## src/rtl/host_chan_events_pkg.sv

```systemverilog
// Host channel event package
// TLP field types, format/type codes and the event record that the read
// tracker hands to the accumulator, plus the header decode helpers

`default_nettype none

package host_chan_events_pkg;

    // Raw TLP header fields, as seen on each channel
    typedef logic [7:0] t_fmttype;
    typedef logic [9:0] t_tlp_length;

    // One cycle's DWORD sum, or several cycles' sums merged while out of credit
    typedef logic [15:0] t_dword_count;

    // Pair of sums moved through the credit FIFO in one entry
    typedef struct packed {
        t_dword_count req_dwords;
        t_dword_count rsp_dwords;
    } t_read_event;

    // Running totals kept by the accumulator
    typedef logic [47:0] t_event_total;

    // Memory read requests, 3DW and 4DW header forms
    localparam t_fmttype FMTTYPE_MRD32 = 8'h00;
    localparam t_fmttype FMTTYPE_MRD64 = 8'h20;

    // Completions, with and without a data payload
    localparam t_fmttype FMTTYPE_CPLD = 8'h4A;
    localparam t_fmttype FMTTYPE_CPL  = 8'h0A;

    // True for either header form of a memory read request
    function automatic logic is_mrd_req(input t_fmttype fmttype);
        return (fmttype == FMTTYPE_MRD32) || (fmttype == FMTTYPE_MRD64);
    endfunction

    // True only for a completion that carries data
    // A completion without data returns nothing to the requester
    function automatic logic is_cpl_with_data(input t_fmttype fmttype);
        return fmttype == FMTTYPE_CPLD;
    endfunction

    // Number of DWORDs described by a length field
    // The field is 10 bits wide, so the value 0 encodes the maximum of 1024
    function automatic t_dword_count tlp_dwords(input t_tlp_length length);
        t_dword_count n;

        if (length == '0)
        begin
            n = t_dword_count'(1024);
        end
        else
        begin
            n = t_dword_count'(length);
        end
        return n;
    endfunction

endpackage

`default_nettype wire

```

## src/rtl/tlp_read_tracker.sv

```systemverilog
// TLP read tracker
// Sums the DWORD length of read requests on the transmit side and of
// completions with data on the receive side, one pair of sums per cycle.
// Sums go to the credit FIFO and are merged locally while no credit is left

`timescale 1ns/1ps
`default_nettype none

module tlp_read_tracker
    import host_chan_events_pkg::*;
#(
    parameter int NUM_CH    = 2,
    parameter int BUF_DEPTH = 4
)
(
    input  wire logic                      clk,
    input  wire logic                      reset,

    input  wire logic                      en_tx,
    input  wire logic [NUM_CH-1:0]         tx_valid,
    input  wire logic [NUM_CH-1:0]         tx_sop,
    input  wire logic [NUM_CH-1:0]         tx_irq,
    input  wire t_fmttype [NUM_CH-1:0]     tx_fmttype,
    input  wire t_tlp_length [NUM_CH-1:0]  tx_length,

    input  wire logic                      en_rx,
    input  wire logic [NUM_CH-1:0]         rx_valid,
    input  wire logic [NUM_CH-1:0]         rx_sop,
    input  wire t_fmttype [NUM_CH-1:0]     rx_fmttype,
    input  wire t_tlp_length [NUM_CH-1:0]  rx_length,

    input  wire logic                      credit_return,
    output logic                           push,
    output t_read_event                    push_data
);

    localparam int CREDIT_W = $clog2(BUF_DEPTH + 1);

    // First stage holds the decoded DWORD count of every qualifying beat
    t_dword_count req_ch_q [NUM_CH];
    t_dword_count rsp_ch_q [NUM_CH];

    // Second stage holds the sum over all channels
    t_dword_count sum_req_q;
    t_dword_count sum_rsp_q;

    // Sums that arrived while the FIFO had no room
    t_dword_count held_req;
    t_dword_count held_rsp;

    // One extra bit so that an overflow of the merge can be seen
    logic [16:0] merged_req;
    logic [16:0] merged_rsp;

    logic [CREDIT_W-1:0] credit;
    logic                has_credit;

    // Decode each channel separately so the adder tree sees registered inputs
    always_ff @(posedge clk)
    begin
        for (int c = 0; c < NUM_CH; c = c + 1)
        begin
            if (reset)
            begin
                req_ch_q[c] <= '0;
                rsp_ch_q[c] <= '0;
            end
            else
            begin
                // Interrupt beats share the request path but return no data
                if (en_tx && tx_valid[c] && tx_sop[c] && !tx_irq[c] &&
                    is_mrd_req(tx_fmttype[c]))
                    req_ch_q[c] <= tlp_dwords(tx_length[c]);
                else
                    req_ch_q[c] <= '0;

                if (en_rx && rx_valid[c] && rx_sop[c] && is_cpl_with_data(rx_fmttype[c]))
                    rsp_ch_q[c] <= tlp_dwords(rx_length[c]);
                else
                    rsp_ch_q[c] <= '0;
            end
        end
    end

    always_ff @(posedge clk)
    begin
        t_dword_count acc_req;
        t_dword_count acc_rsp;

        acc_req = '0;
        acc_rsp = '0;
        for (int c = 0; c < NUM_CH; c = c + 1)
        begin
            acc_req = acc_req + req_ch_q[c];
            acc_rsp = acc_rsp + rsp_ch_q[c];
        end

        if (reset)
        begin
            sum_req_q <= '0;
            sum_rsp_q <= '0;
        end
        else
        begin
            sum_req_q <= acc_req;
            sum_rsp_q <= acc_rsp;
        end
    end

    // New sums always merge with whatever is being held back
    assign merged_req = {1'b0, sum_req_q} + {1'b0, held_req};
    assign merged_rsp = {1'b0, sum_rsp_q} + {1'b0, held_rsp};

    assign has_credit = (credit != '0);

    // Empty records are never pushed since they would only cost a credit
    assign push = has_credit && ((merged_req != '0) || (merged_rsp != '0));
    assign push_data.req_dwords = merged_req[15:0];
    assign push_data.rsp_dwords = merged_rsp[15:0];

    // With credit the merge is either pushed or zero, so the hold empties
    always_ff @(posedge clk)
    begin
        if (reset)
        begin
            held_req <= '0;
            held_rsp <= '0;
        end
        else if (has_credit)
        begin
            held_req <= '0;
            held_rsp <= '0;
        end
        else
        begin
            held_req <= merged_req[15:0];
            held_rsp <= merged_rsp[15:0];
        end
    end

    // One credit per free FIFO slot that the FIFO returns after each pop
    always_ff @(posedge clk)
    begin
        if (reset)
            credit <= CREDIT_W'(BUF_DEPTH);
        else if (push && !credit_return)
            credit <= credit - 1'b1;
        else if (!push && credit_return)
            credit <= credit + 1'b1;
    end

    // A spurious credit_return from the FIFO would push the count past depth
    assert property (@(posedge clk) disable iff (reset)
        credit <= CREDIT_W'(BUF_DEPTH));

    // Held sums must stay within the 16-bit record fields
    assert property (@(posedge clk) disable iff (reset)
        !merged_req[16] && !merged_rsp[16]);

endmodule

`default_nettype wire

```

## src/rtl/event_credit_fifo.sv

```systemverilog
// Credit FIFO for event records
// Circular buffer between the read tracker and the accumulator. Each pop
// hands one credit back to the producer on the following cycle

`timescale 1ns/1ps
`default_nettype none

module event_credit_fifo
    import host_chan_events_pkg::*;
#(
    parameter int  BUF_DEPTH = 4,
    parameter type payload_t = t_read_event
)
(
    input  wire logic     clk,
    input  wire logic     reset,

    input  wire logic     push,
    input  wire payload_t push_data,

    input  wire logic     pop,
    output logic          head_valid,
    output payload_t      head_data,

    output logic          credit_return
);

    localparam int PTR_W   = (BUF_DEPTH > 1) ? $clog2(BUF_DEPTH) : 1;
    localparam int COUNT_W = $clog2(BUF_DEPTH + 1);

    payload_t mem [BUF_DEPTH];

    logic [PTR_W-1:0]   wr_ptr;
    logic [PTR_W-1:0]   rd_ptr;
    logic [COUNT_W-1:0] count;

    // Pointer advance with explicit wrap, so any depth works
    function automatic logic [PTR_W-1:0] next_ptr(input logic [PTR_W-1:0] ptr);
        logic [PTR_W-1:0] n;

        if (ptr == PTR_W'(BUF_DEPTH - 1))
            n = '0;
        else
            n = ptr + 1'b1;
        return n;
    endfunction

    // Storage has no reset, only the pointers decide what is valid
    always_ff @(posedge clk)
    begin
        if (push)
            mem[wr_ptr] <= push_data;
    end

    always_ff @(posedge clk)
    begin
        if (reset)
        begin
            wr_ptr <= '0;
            rd_ptr <= '0;
            count  <= '0;
        end
        else
        begin
            if (push)
                wr_ptr <= next_ptr(wr_ptr);
            if (pop)
                rd_ptr <= next_ptr(rd_ptr);

            // Simultaneous push and pop leave the occupancy unchanged
            if (push && !pop)
                count <= count + 1'b1;
            else if (!push && pop)
                count <= count - 1'b1;
        end
    end

    // A slot freed by a pop is offered back one cycle later
    always_ff @(posedge clk)
    begin
        if (reset)
            credit_return <= 1'b0;
        else
            credit_return <= pop;
    end

    // A new entry becomes visible the cycle after its push
    assign head_valid = (count != '0);
    assign head_data  = mem[rd_ptr];

    // The producer's credit count must keep it from ever filling past depth
    assert property (@(posedge clk) disable iff (reset)
        push |-> count != COUNT_W'(BUF_DEPTH));

    // The consumer may only take an entry it can see
    assert property (@(posedge clk) disable iff (reset)
        pop |-> count != '0);

endmodule

`default_nettype wire

```

## src/rtl/event_accumulator.sv

```systemverilog
// Read event accumulator
// Drains event records from the credit FIFO and keeps running totals of
// requested and returned DWORDs and of the DWORDs still outstanding

`timescale 1ns/1ps
`default_nettype none

module event_accumulator
    import host_chan_events_pkg::*;
(
    input  wire logic         clk,
    input  wire logic         reset,

    // Freeze request from whoever reads the totals
    input  wire logic         hold,

    input  wire logic         head_valid,
    input  wire t_read_event  head_data,
    output logic              pop,

    output t_event_total      total_req_dwords,
    output t_event_total      total_rsp_dwords,
    output logic signed [48:0] outstanding_dwords
);

    // Record fields widened to the width of the outstanding counter
    logic signed [48:0] req_ext;
    logic signed [48:0] rsp_ext;

    // Totals stay frozen while held and entries wait in the FIFO meanwhile
    assign pop = head_valid && !hold;

    assign req_ext = $signed({33'b0, head_data.req_dwords});
    assign rsp_ext = $signed({33'b0, head_data.rsp_dwords});

    always_ff @(posedge clk)
    begin
        if (reset)
        begin
            total_req_dwords   <= '0;
            total_rsp_dwords   <= '0;
            outstanding_dwords <= '0;
        end
        else if (pop)
        begin
            total_req_dwords <= total_req_dwords + t_event_total'(head_data.req_dwords);
            total_rsp_dwords <= total_rsp_dwords + t_event_total'(head_data.rsp_dwords);

            // Kept apart from the totals so that a wrapped total cannot skew it
            // The extra bit carries the sign when more returned than requested
            outstanding_dwords <= outstanding_dwords + req_ext - rsp_ext;
        end
    end

endmodule

`default_nettype wire

```

## src/rtl/host_chan_events_top.sv

```systemverilog
// Host channel read event monitor
// Taps the transmit and receive TLP streams, counts read request and
// completion DWORDs and presents running totals. Never stalls the traffic

`timescale 1ns/1ps
`default_nettype none

module host_chan_events_top
    import host_chan_events_pkg::*;
#(
    parameter int NUM_CH    = 2,
    parameter int BUF_DEPTH = 4
)
(
    input  wire logic                      clk,
    input  wire logic                      reset,

    input  wire logic                      en_tx,
    input  wire logic [NUM_CH-1:0]         tx_valid,
    input  wire logic [NUM_CH-1:0]         tx_sop,
    input  wire logic [NUM_CH-1:0]         tx_irq,
    input  wire t_fmttype [NUM_CH-1:0]     tx_fmttype,
    input  wire t_tlp_length [NUM_CH-1:0]  tx_length,

    input  wire logic                      en_rx,
    input  wire logic [NUM_CH-1:0]         rx_valid,
    input  wire logic [NUM_CH-1:0]         rx_sop,
    input  wire t_fmttype [NUM_CH-1:0]     rx_fmttype,
    input  wire t_tlp_length [NUM_CH-1:0]  rx_length,

    input  wire logic                      hold,

    output t_event_total                   total_req_dwords,
    output t_event_total                   total_rsp_dwords,
    output logic signed [48:0]             outstanding_dwords
);

    // Tracker to FIFO, credit handshake
    logic        push;
    t_read_event push_data;
    logic        credit_return;

    // FIFO to accumulator
    logic        head_valid;
    t_read_event head_data;
    logic        pop;

    tlp_read_tracker #(
        .NUM_CH    (NUM_CH),
        .BUF_DEPTH (BUF_DEPTH)
    ) tracker (
        .clk           (clk),
        .reset         (reset),
        .en_tx         (en_tx),
        .tx_valid      (tx_valid),
        .tx_sop        (tx_sop),
        .tx_irq        (tx_irq),
        .tx_fmttype    (tx_fmttype),
        .tx_length     (tx_length),
        .en_rx         (en_rx),
        .rx_valid      (rx_valid),
        .rx_sop        (rx_sop),
        .rx_fmttype    (rx_fmttype),
        .rx_length     (rx_length),
        .credit_return (credit_return),
        .push          (push),
        .push_data     (push_data)
    );

    // Depth here must match the credits the tracker starts with
    event_credit_fifo #(
        .BUF_DEPTH (BUF_DEPTH),
        .payload_t (t_read_event)
    ) buffer (
        .clk           (clk),
        .reset         (reset),
        .push          (push),
        .push_data     (push_data),
        .pop           (pop),
        .head_valid    (head_valid),
        .head_data     (head_data),
        .credit_return (credit_return)
    );

    event_accumulator accumulator (
        .clk                (clk),
        .reset              (reset),
        .hold               (hold),
        .head_valid         (head_valid),
        .head_data          (head_data),
        .pop                (pop),
        .total_req_dwords   (total_req_dwords),
        .total_rsp_dwords   (total_rsp_dwords),
        .outstanding_dwords (outstanding_dwords)
    );

endmodule

`default_nettype wire

```

## config.mk

```make
export PLATFORM = sky130hd
export DESIGN_NAME = host_chan_events_top
export DESIGN_NICKNAME = d
export VERILOG_FILES = /design/src/rtl/host_chan_events_pkg.sv /design/src/rtl/tlp_read_tracker.sv /design/src/rtl/event_credit_fifo.sv /design/src/rtl/event_accumulator.sv /design/src/rtl/host_chan_events_top.sv
export SDC_FILE = /design/constraint.sdc
export NUM_CORES = 1
export LEC_CHECK = 0
export BUFFER_PORTS_ARGS = -buffer_cell sky130_fd_sc_hd__clkbuf_2
export CORE_MARGIN = 5
export CORE_UTILIZATION = 25
export CTS_BUF_LIST = sky130_fd_sc_hd__clkbuf_16
export DETAILED_ROUTE_END_ITERATION = 8
export GPL_TIMING_DRIVEN = 0
export SLEW_MARGIN = 30
export SYNTH_ARGS = -nofsm -noshare
export SYNTH_HDL_FRONTEND = slang
export SYNTH_HIERARCHICAL = 1
export SYNTH_SLANG_ARGS = --single-unit
```

## constraint.sdc

```tcl
create_clock -name clk -period 4.65 [get_ports clk]
set_input_delay 0.465 -clock clk [delete_from_list [all_inputs] [get_ports clk]]
set_output_delay 0.465 -clock clk [all_outputs]
set_load 0.03 [all_outputs]
```

# Yosys cells after proc, flatten, opt, wreduce, memory -nomap -nowiden

Memory sizes are Yosys's and may differ from the RTL's. A register that Yosys moved wholly into a read port is not among the register bits.
Index checks and enable logic that the tools add are counted.

Register bits: 220
Bits in writable memories: 192
Input bits: 87
Output and inout bits: 145
Word-level logic and storage cells: 141
Memories: 3

Memory list:

| name             | depth | bits a word | rd ports | clocked after memory_dff | write ports | RTL line                | source |
|---|---|---|---|---|---|---|---|
| buffer.mem       | 4     | 32          | 1        | 1                        | 1           | event_credit_fifo.sv:31 | `payload_t mem [BUF_DEPTH];` |
| tracker.req_ch_q | 2     | 16          | 2        | 0                        | 2           | tlp_read_tracker.sv:40  | `t_dword_count req_ch_q [NUM_CH];` |
| tracker.rsp_ch_q | 2     | 16          | 2        | 0                        | 2           | tlp_read_tracker.sv:41  | `t_dword_count rsp_ch_q [NUM_CH];` |

$add $sub $neg: 14
Equality and inequality tests: 6
Muxes and demuxes: 56
Bitwise operators: 8
Reduce and logical (&&, ||, !) cells: 42

Operator list:

| operator              | number |
|---|---|
| $mux W16              | 16 |
| $add A48 B16 Y48      | 2 |
| $add A49 B17 Y49      | 1 |
| $sub A49 B17 Y49      | 1 |
| $mux W11              | 4 |
| $logic_not A10 Y1     | 4 |
| $add A16 B16 Y17      | 2 |
| $reduce_bool A17 Y1   | 2 |
| $add A16 B16 Y16      | 2 |
| $mux W1               | 28 |
| $logic_and A1 B1 Y1   | 20 |
| $eq A8 B6 Y1 const B  | 2 |
| $eq A8 B7 Y1 const B  | 2 |
| $logic_not A8 Y1      | 2 |
| $mux W3               | 4 |
| $mux W2               | 4 |
| $or A1 B1 Y1          | 8 |
| $add A3 B1 Y3 const B | 2 |
| $logic_not A1 Y1      | 6 |
| $reduce_bool A3 Y1    | 2 |
| $sub A3 B1 Y3 const B | 2 |
| $add A2 B1 Y2 const B | 2 |
| $eq A2 B2 Y1 const B  | 2 |
| $reduce_bool A2 Y1    | 2 |
| other kinds (2)       | 4 |

# Depth between registers and ports, before layout

Gate-level depths: netlist of the first run.

Word-level depth: 9
Mapped depth: 18

# Cells and area by module

The synthesis of the first run kept the hierarchy.

Modules (own cells, without submodules):

| module            | times used | cells each | area an instance (um^2) | sequential area each (um^2) |
|---|---|---|---|---|
| event_accumulator | 1          | 1452       | 11003.1                 | 2902.8 |
| tlp_read_tracker  | 1          | 564        | 5695.5                  | 2502.4 |
| event_credit_fifo | 1          | 213        | 5119.9                  | 4043.9 |

# Least setup slack after synthesis of the first run

Ideal clock, no wire load.

Path kind: reg-to-reg
Start point: register tracker.sum_req_q[0]
End point: register tracker.credit[2]
Setup time: 132 ps
Data arrival time: 4064 ps
Data required time: 4518 ps
Path slack: 454 ps
Cell stages (with the launch flop): 17
Path buffers: 0
Path through: dfxtp_1 > ha_1 > fa_1 > or4_1 > a2111o_1 > a211oi_1 > nand4_1 > nor4_1 > nand4b_1 > nor4_1 > a31oi_1 > ha_1 > inv_1 > fa_1 > xor2_1 > nor3_1 > or3b_2

RTL lines:

| element                | RTL line                | source |
|---|---|---|
| start, declared        | tlp_read_tracker.sv:44  | `t_dword_count sum_req_q;` |
| start signal, assigned | tlp_read_tracker.sv:105 | `sum_req_q <= acc_req;` |
| end signal, assigned   | tlp_read_tracker.sv:145 | `credit <= CREDIT_W'(BUF_DEPTH);` |
| end signal, assigned   | tlp_read_tracker.sv:147 | `credit <= credit - 1'b1;` |
| end signal, assigned   | tlp_read_tracker.sv:149 | `credit <= credit + 1'b1;` |
| end, declared          | tlp_read_tracker.sv:55  | `logic [CREDIT_W-1:0] credit;` |

==> impl_metrics.ini, run 1 <==
[status]
status = completed

[min_path]
hold_class = in2reg

[power]
clockPowerShare = 0.191
p_per_area_nw_per_um2 = 743.3
switching_share = 0.4494
p_leak_nw = 10.73
vdd_drop_max_uv = 463.4
p_int_mw = 10.78
switchingPower_mw = 8.802
seq_power_share = 0.246
combPwrFrac = 0.562

[global_route]
antenna_found_initial = 2
grt_overflow_total = 0
grt_max_degree = 23
grt_pass1_vias = 16830
grt_pass1_wl_mm = 96.28
grt_usage = 0.1285

[finish]
stdcell_count = 3746
drive_gt1_frac = 0.1594
fillers = 9166
fin_util = 0.3037
area_delta_synth_final_pct = 20.76
num-nets-final = 2799
antenna_cells = 0

[worst_setup_path]
cpPeakStageDelay_ns = 0.45
critical_path.cell_chain = ha_1, fa_2, a21o_1, and4_1, o2111ai_2, a21boi_1, o21ai_0, xnor2_2, nand4b_1, nor4_2, a31oi_2, ha_2, inv_1, fa_1, xor2_1, o21ai_0, or3b_2
crit_path_start_kind = register
cp-end-kind = register
worstPathArrival_ns = 4.98
crit_fanout = 6
cp_slowest_cell = or3b_2
worstPathRequired_ns = 5.15
path_class = reg2reg
critPathMostFrequentCell = o21ai_0

[placement]
gp_congestion = 0.8713
dp.cells = 3660
place_hpwl_mm = 47.70
portBuffers = 229
place_ws_ns = -0.3261

[cts]
cts_tree = done
clkTransAtPathRegs_ns = 0.06
h-tree-depth = 2
hold_buffers = 0
clk_latency_ns = 0.62
cts_root_buf = clkbuf_16
cts_buffers = 45
max-clock-path-buffers = 3
cts.sinks = 386

[floorplan]
die_h_um = 305.4
initial_core_util = 0.2515
die_w_um = 305.4
ioPinCount = 232
fp.coreArea_sq_um = 86750
rows = 108
dieArea_sq_um = 93280

[yosys]
avgSynthCellArea_sq_um = 9.788
synthFlopType = dfxtp_1
yosysMostFrequentCell = dfxtp_1
synth_edf_count = 172
seq_area_frac_synth = 0.4331
synth_area_sq_um = 21820
synth.top_cells.by_count = dfxtp_1, a21oi_1, nand2_1
ys_ff_latch = 386
ys_types = 96
yosys_warnings = 6
netlist_top_cells_area = edfxtp_1, dfxtp_1, ha_1
async_reset_ff_frac = 0
synth_top_area_share = 0.2367
synth_cells = 2229
synth_top_area_cell = edfxtp_1

[timing]
tightest_slew_ns = 0.9039
setup_violations = 0
finClkSkew_ns = 0.03509
rsz0062_at_grt = yes
finalCritPeriodShare = 0.9641
fin_tns_setup_ns = 0
maxSlewViolCount = 0
fin_crit_ns = 4.483
fmax_mhz = 223.1
holdWs_ns = 0.1397
maxSlewHeadroom = 0.3974
worst_slack_ns = 0.1667
finalHoldViolations = 0

[detailed_routing]
drc = 0
viasPerCell = 4.635
drt-pass1-iter-count = 5
wl_mm = 62.20
drt-initial-drc-count = 1002
wl_per_cell_um = 16.60
postRouteAntennaNets = 0
vias = 17360

[job]
cap_viol_max_count = 0
-- cell type report --
class                      count  area (sq um)  area share
sequential                   386          9449      0.3586
buffer                        85         411.6     0.01562
tap                         1155          1445     0.05485
clock buffer                  45          1126     0.04274
inverter                     159         596.8     0.02265
timing repair buffer         235          1264     0.04796
clock inverter                39         450.4     0.01710
multi-input combinational   1642         11600      0.4405
-- path summary, 6_finish.rpt --
check | startpoint | endpoint | slack (ns) | cells past startpoint
worst min-delay path | rx_length[2] | tracker/rsp_ch_q[0][2] | 0.14 | 2
worst max register to register | tracker/sum_rsp_q[0] | tracker/credit[2] | 0.17 | 17
worst max-delay path | tracker/sum_rsp_q[0] | tracker/credit[2] | 0.17 | 17
worst min register to register | accumulator/outstanding_dwords[0] | accumulator/outstanding_dwords[0] | 0.48 | 2
-- metrics by stage --
step	area (sq um)	power (mW)
CTS	26300	19.64
floorplan	21980	12.99
global placement	24570	15.61
global route	26350	21.09
finish	26350	19.59
detailed placement	24690	15.79
-- flip-flops by register name, indices dropped and copies added, names as in the netlist, named ones only --
name / cells
buffer/mem: 128
tracker/req_ch_q: 22
tracker/sum_req_q: 12
tracker/sum_rsp_q: 12
tracker/rsp_ch_q: 22
tracker/held_req: 16
accumulator/total_req_dwords: 48
buffer/wr_ptr: 2
buffer/credit_return: 1
buffer/rd_ptr: 2
accumulator/total_rsp_dwords: 48
accumulator/outstanding_dwords: 49
tracker/credit: 3
buffer/count: 3
tracker/held_rsp: 16
-- logic make-up (layout without fill, tap and decap cells) --
family | count (synthesis) | in the layout | share of synthesized area
and+or+nand+nor | 756 | 756 | 0.1758
AOI/OAI and AO/OA | 499 | 499 | 0.1487
DFF | 386 | 386 | 0.4331
buffers and inverters | 244 | 563 | 0.04605
adders and majority gates | 158 | 158 | 0.09886
xor gates and xnor gates | 126 | 126 | 0.05058
muxes | 59 | 59 | 0.04679
other | 1 | 44 | 0.0001719
-- worst max-delay path, delay by kind of cell (launching register included) --
kind | cells | cell delay [ns]
adders and majority gates | 4 | 1.30
AOI/OAI and AO/OA | 6 | 1.40
DFF | 1 | 0.30
xor gates and xnor gates | 2 | 0.39
and+or+nand+nor | 4 | 0.92
buffers and inverters | 1 | 0.05
-- power groups by stage --
stage          logic, mW  registers, mW  clock network [mW]
4_1_cts             11.0           4.83                3.85
6_report            11.0           4.83                3.74
3_5_place_dp        10.9           4.90                   0
3_3_place_gp        10.7           4.90                   0
2_1_floorplan       7.71           5.29                   0
5_1_grt             12.2           4.92                3.99
-- layout by cell type (no fill, tap or decap), types with 9 or more instances in the layout --
master	n
clkbuf_2	233
dfxtp_1	214
a21oi_1	188
nand2_1	184
nor2_1	177
edfxtp_1	172
inv_1	164
ha_1	133
xnor2_1	85
and2_1	65
nand3_1	64
o21ai_0	63
clkbuf_1	56
a21o_1	50
nor3_1	45
clkbuf_16	45
conb_1	44
xor2_1	38
nor2b_1	37
and3_1	35
mux4_2	30
nand4_1	29
a211oi_1	28
o21ai_1	25
fa_1	22
or3_1	20
o21a_1	18
mux2_1	17
nand2b_1	16
o21bai_1	16
nor4_1	15
buf_2	13
a31oi_1	13
o211ai_1	11
nor4b_1	10
mux2i_1	9
-- routing by layer --
metal / global-route usage / share of wire / vias to the layer above
met5: 0 / 0 / -
met4: 0.04086 / 0.033 / 0
met3: 0.02859 / 0.065 / 102
met2: 0.2074 / 0.45 / 463
met1: 0.1724 / 0.45 / 8155
li1: - / - / 8644
-- repair_timing --
item / 4_1_cts / 5_1_grt
endpoints found under the setup margin: 4 / 23
pin swaps: 1 / 7
resized for setup: 4 / 8
setup buffers: 1 / 1
endpoints found under the hold margin: 0 / 0
Power figures use the tool's default switching activity.
==> run 2, diff against run 1 <==
- REMOVE_ABC_BUFFERS: not set -> 1
==> run 2 against run 1 <==
Register-to-register slack better by 0.05 ns. Count of clock-buffer cells in the layout rose by 2. Combinational power barely moved. Clock power is 4% lower. Sequential power about the same.
==> impl_metrics.ini, run 2 (synthesis gave the netlist of run 1 again) <==
[worst_setup_path]
critPathMostFrequentCell = fa_1
ff2ff_setup_slack_ns = 0.22
worstPathRequired_ns = 5.15
crit_fanout = 14
worstPathArrival_ns = 4.94
cpPeakStageDelay_ns = 0.63
crit_path_start_kind = register
path_class = reg2reg
cp-end-kind = register
cp_slowest_cell = mux4_1
critical_path.cell_chain = buf_16, mux4_1, inv_1, fa_1, fa_1, nor2b_1, o2111ai_2, a21oi_2, o2111ai_1, nand2_2, a311o_1, a31oi_1, or4_1, o311ai_1
path_buf_inv = 2
crit_family = compound AO/OA/AOI/OAI gates

[finish]
largest_reg_flops = 128
ff_latch_area_sq_um = 9454
antenna_cells = 0
area_delta_synth_final_pct = 20.28
layout_commonest_cell = clkbuf_2
final_cell_mix = clkbuf_2, dfxtp_1, a21oi_1, nand2_1, nor2_1
fin_util = 0.3025
drive_gt1_frac = 0.1634
fillers = 9108
regMostFlops = buffer/mem
multi_input_area_sq_um = 11680
num-nets-final = 2734
top_regs = buffer/mem x128, accumulator/outstanding_dwords x49
fin_area_sq_um = 26240

[detailed_routing]
drt-initial-drc-count = 883
drc = 0
vias = 16910
wl_mm = 57.54
drt-pass1-iter-count = 5
wl_per_cell_um = 15.62
viasPerCell = 4.591
postRouteAntennaNets = 0

[timing]
finalCritPeriodShare = 0.9532
holdWs_ns = 0.1563
maxSlewViolCount = 0
tightest_slew_ns = 0.9570
rsz0062_at_grt = yes
fin_crit_ns = 4.432
setup_violations = 0
finClkSkew_ns = 0.02773
maxSlewHeadroom = 0.3574
fmax_mhz = 225.6
fin_tns_setup_ns = 0
finalHoldViolations = 0

[placement]
place_hpwl_mm = 42.95
gp_congestion = 0.8269
place_area_sq_um = 24550
portBuffers = 229

[floorplan]
ioPinCount = 232
dieArea_sq_um = 93280
die_w_um = 305.4
die_h_um = 305.4
initial_core_util = 0.2515
fp.coreArea_sq_um = 86750
rows = 108

[cts]
cts.sinks = 386
cts_tree = done
cts_buffers = 47
clkTransAtPathRegs_ns = 0.06
cts_root_buf = clkbuf_16
clk_latency_ns = 0.60
h-tree-depth = 2
max-clock-path-buffers = 3
hold_buffers = 0

[job]
cap_viol_max_count = 0

[global_route]
grt_pass1_wl_mm = 90.14
antenna_found_initial = 0
grt_overflow_total = 0
grt_pass1_vias = 16330
grt_usage = 0.1184
grt_max_degree = 90

[power]
vdd_drop_max_uv = 507.7
p_per_area_nw_per_um2 = 740.5
fin_total_pwr_mw = 19.43
p_leak_nw = 10.66

[min_path]
hold_class = in2reg

[status]
status = completed
==> run 2: cell count changes in the layout (fill, tap and decap cells not counted), sizes merged <==
cell,before,now
buf,31,23
bufinv,6,3
clkbuf,334,277
clkinv,19,21
inv,170,173
==> run 2: repair_timing <==
item / 4_1_cts / 5_1_grt
pin swaps: 1 / 11
cloned: 0 / 1
buffers inserted: 0 / 7
gates resized for setup: 8 / 13
setup endpoints to repair: 5 / 18
==> run 2: stage by stage <==
| step | instances | setup slack (ns) |
|---|---|---|
| 4_1_cts | 3675 | 0.008784 |
| 5_1_grt | 3683 | -0.01374 |
| 6_report | 3683 | 0.2178 |
| 3_3_place_gp | 3571 | -4.130 |
| 2_1_floorplan | 2187 | -0.2792 |
| 3_5_place_dp | 3587 | -0.2985 |
==> run 2: path summary, 6_finish.rpt <==
check,end,depth (start not counted),start
max,accumulator/outstanding_dwords[32],14,register
min,tracker/req_ch_q[0][2],2,tx_length[2]
min reg2reg,accumulator/outstanding_dwords[13],2,accumulator/outstanding_dwords[13]
max reg2reg,accumulator/outstanding_dwords[32],14,register
==> run 2: cell type report <==
type,count,area share
Clock buffer,47,0.04482
Clock inverter,41,0.01297
Inverter,159,0.02293
Multi-Input combinational cell,1642,0.4449
Sequential cell,386,0.3603
Tap cell,1155,0.05507
Timing Repair Buffer,253,0.05903
==> run 2: worst reg2reg max path, stage by stage, from the launching register on <==
cell and delay [ns]:
dfxtp_4 0.46, buf_16 0.21, mux4_1 0.64, inv_1 0.14, fa_1 0.47, fa_1 0.46
nor2b_1 0.26, o2111ai_2 0.22, a21oi_2 0.22, o2111ai_1 0.16, nand2_2 0.20, a311o_1 0.28
a31oi_1 0.13, or4_1 0.41, o311ai_1 0.09
==> run 2: report_power, final <==
part / internal [mW] / switching [mW]
sequential: 4.41 / 0.431
combinational: 4.33 / 6.67
clock: 2.03 / 1.55
==> run 2: metal layers <==
layer / global-route usage / routed length, um / part of all wire
met1: 0.1563 / 26130 / 0.45
met2: 0.1965 / 26530 / 0.46
met3: 0.02693 / 3506 / 0.061
met4: 0.03189 / 1368 / 0.024
met5: 0 / 0 / 0
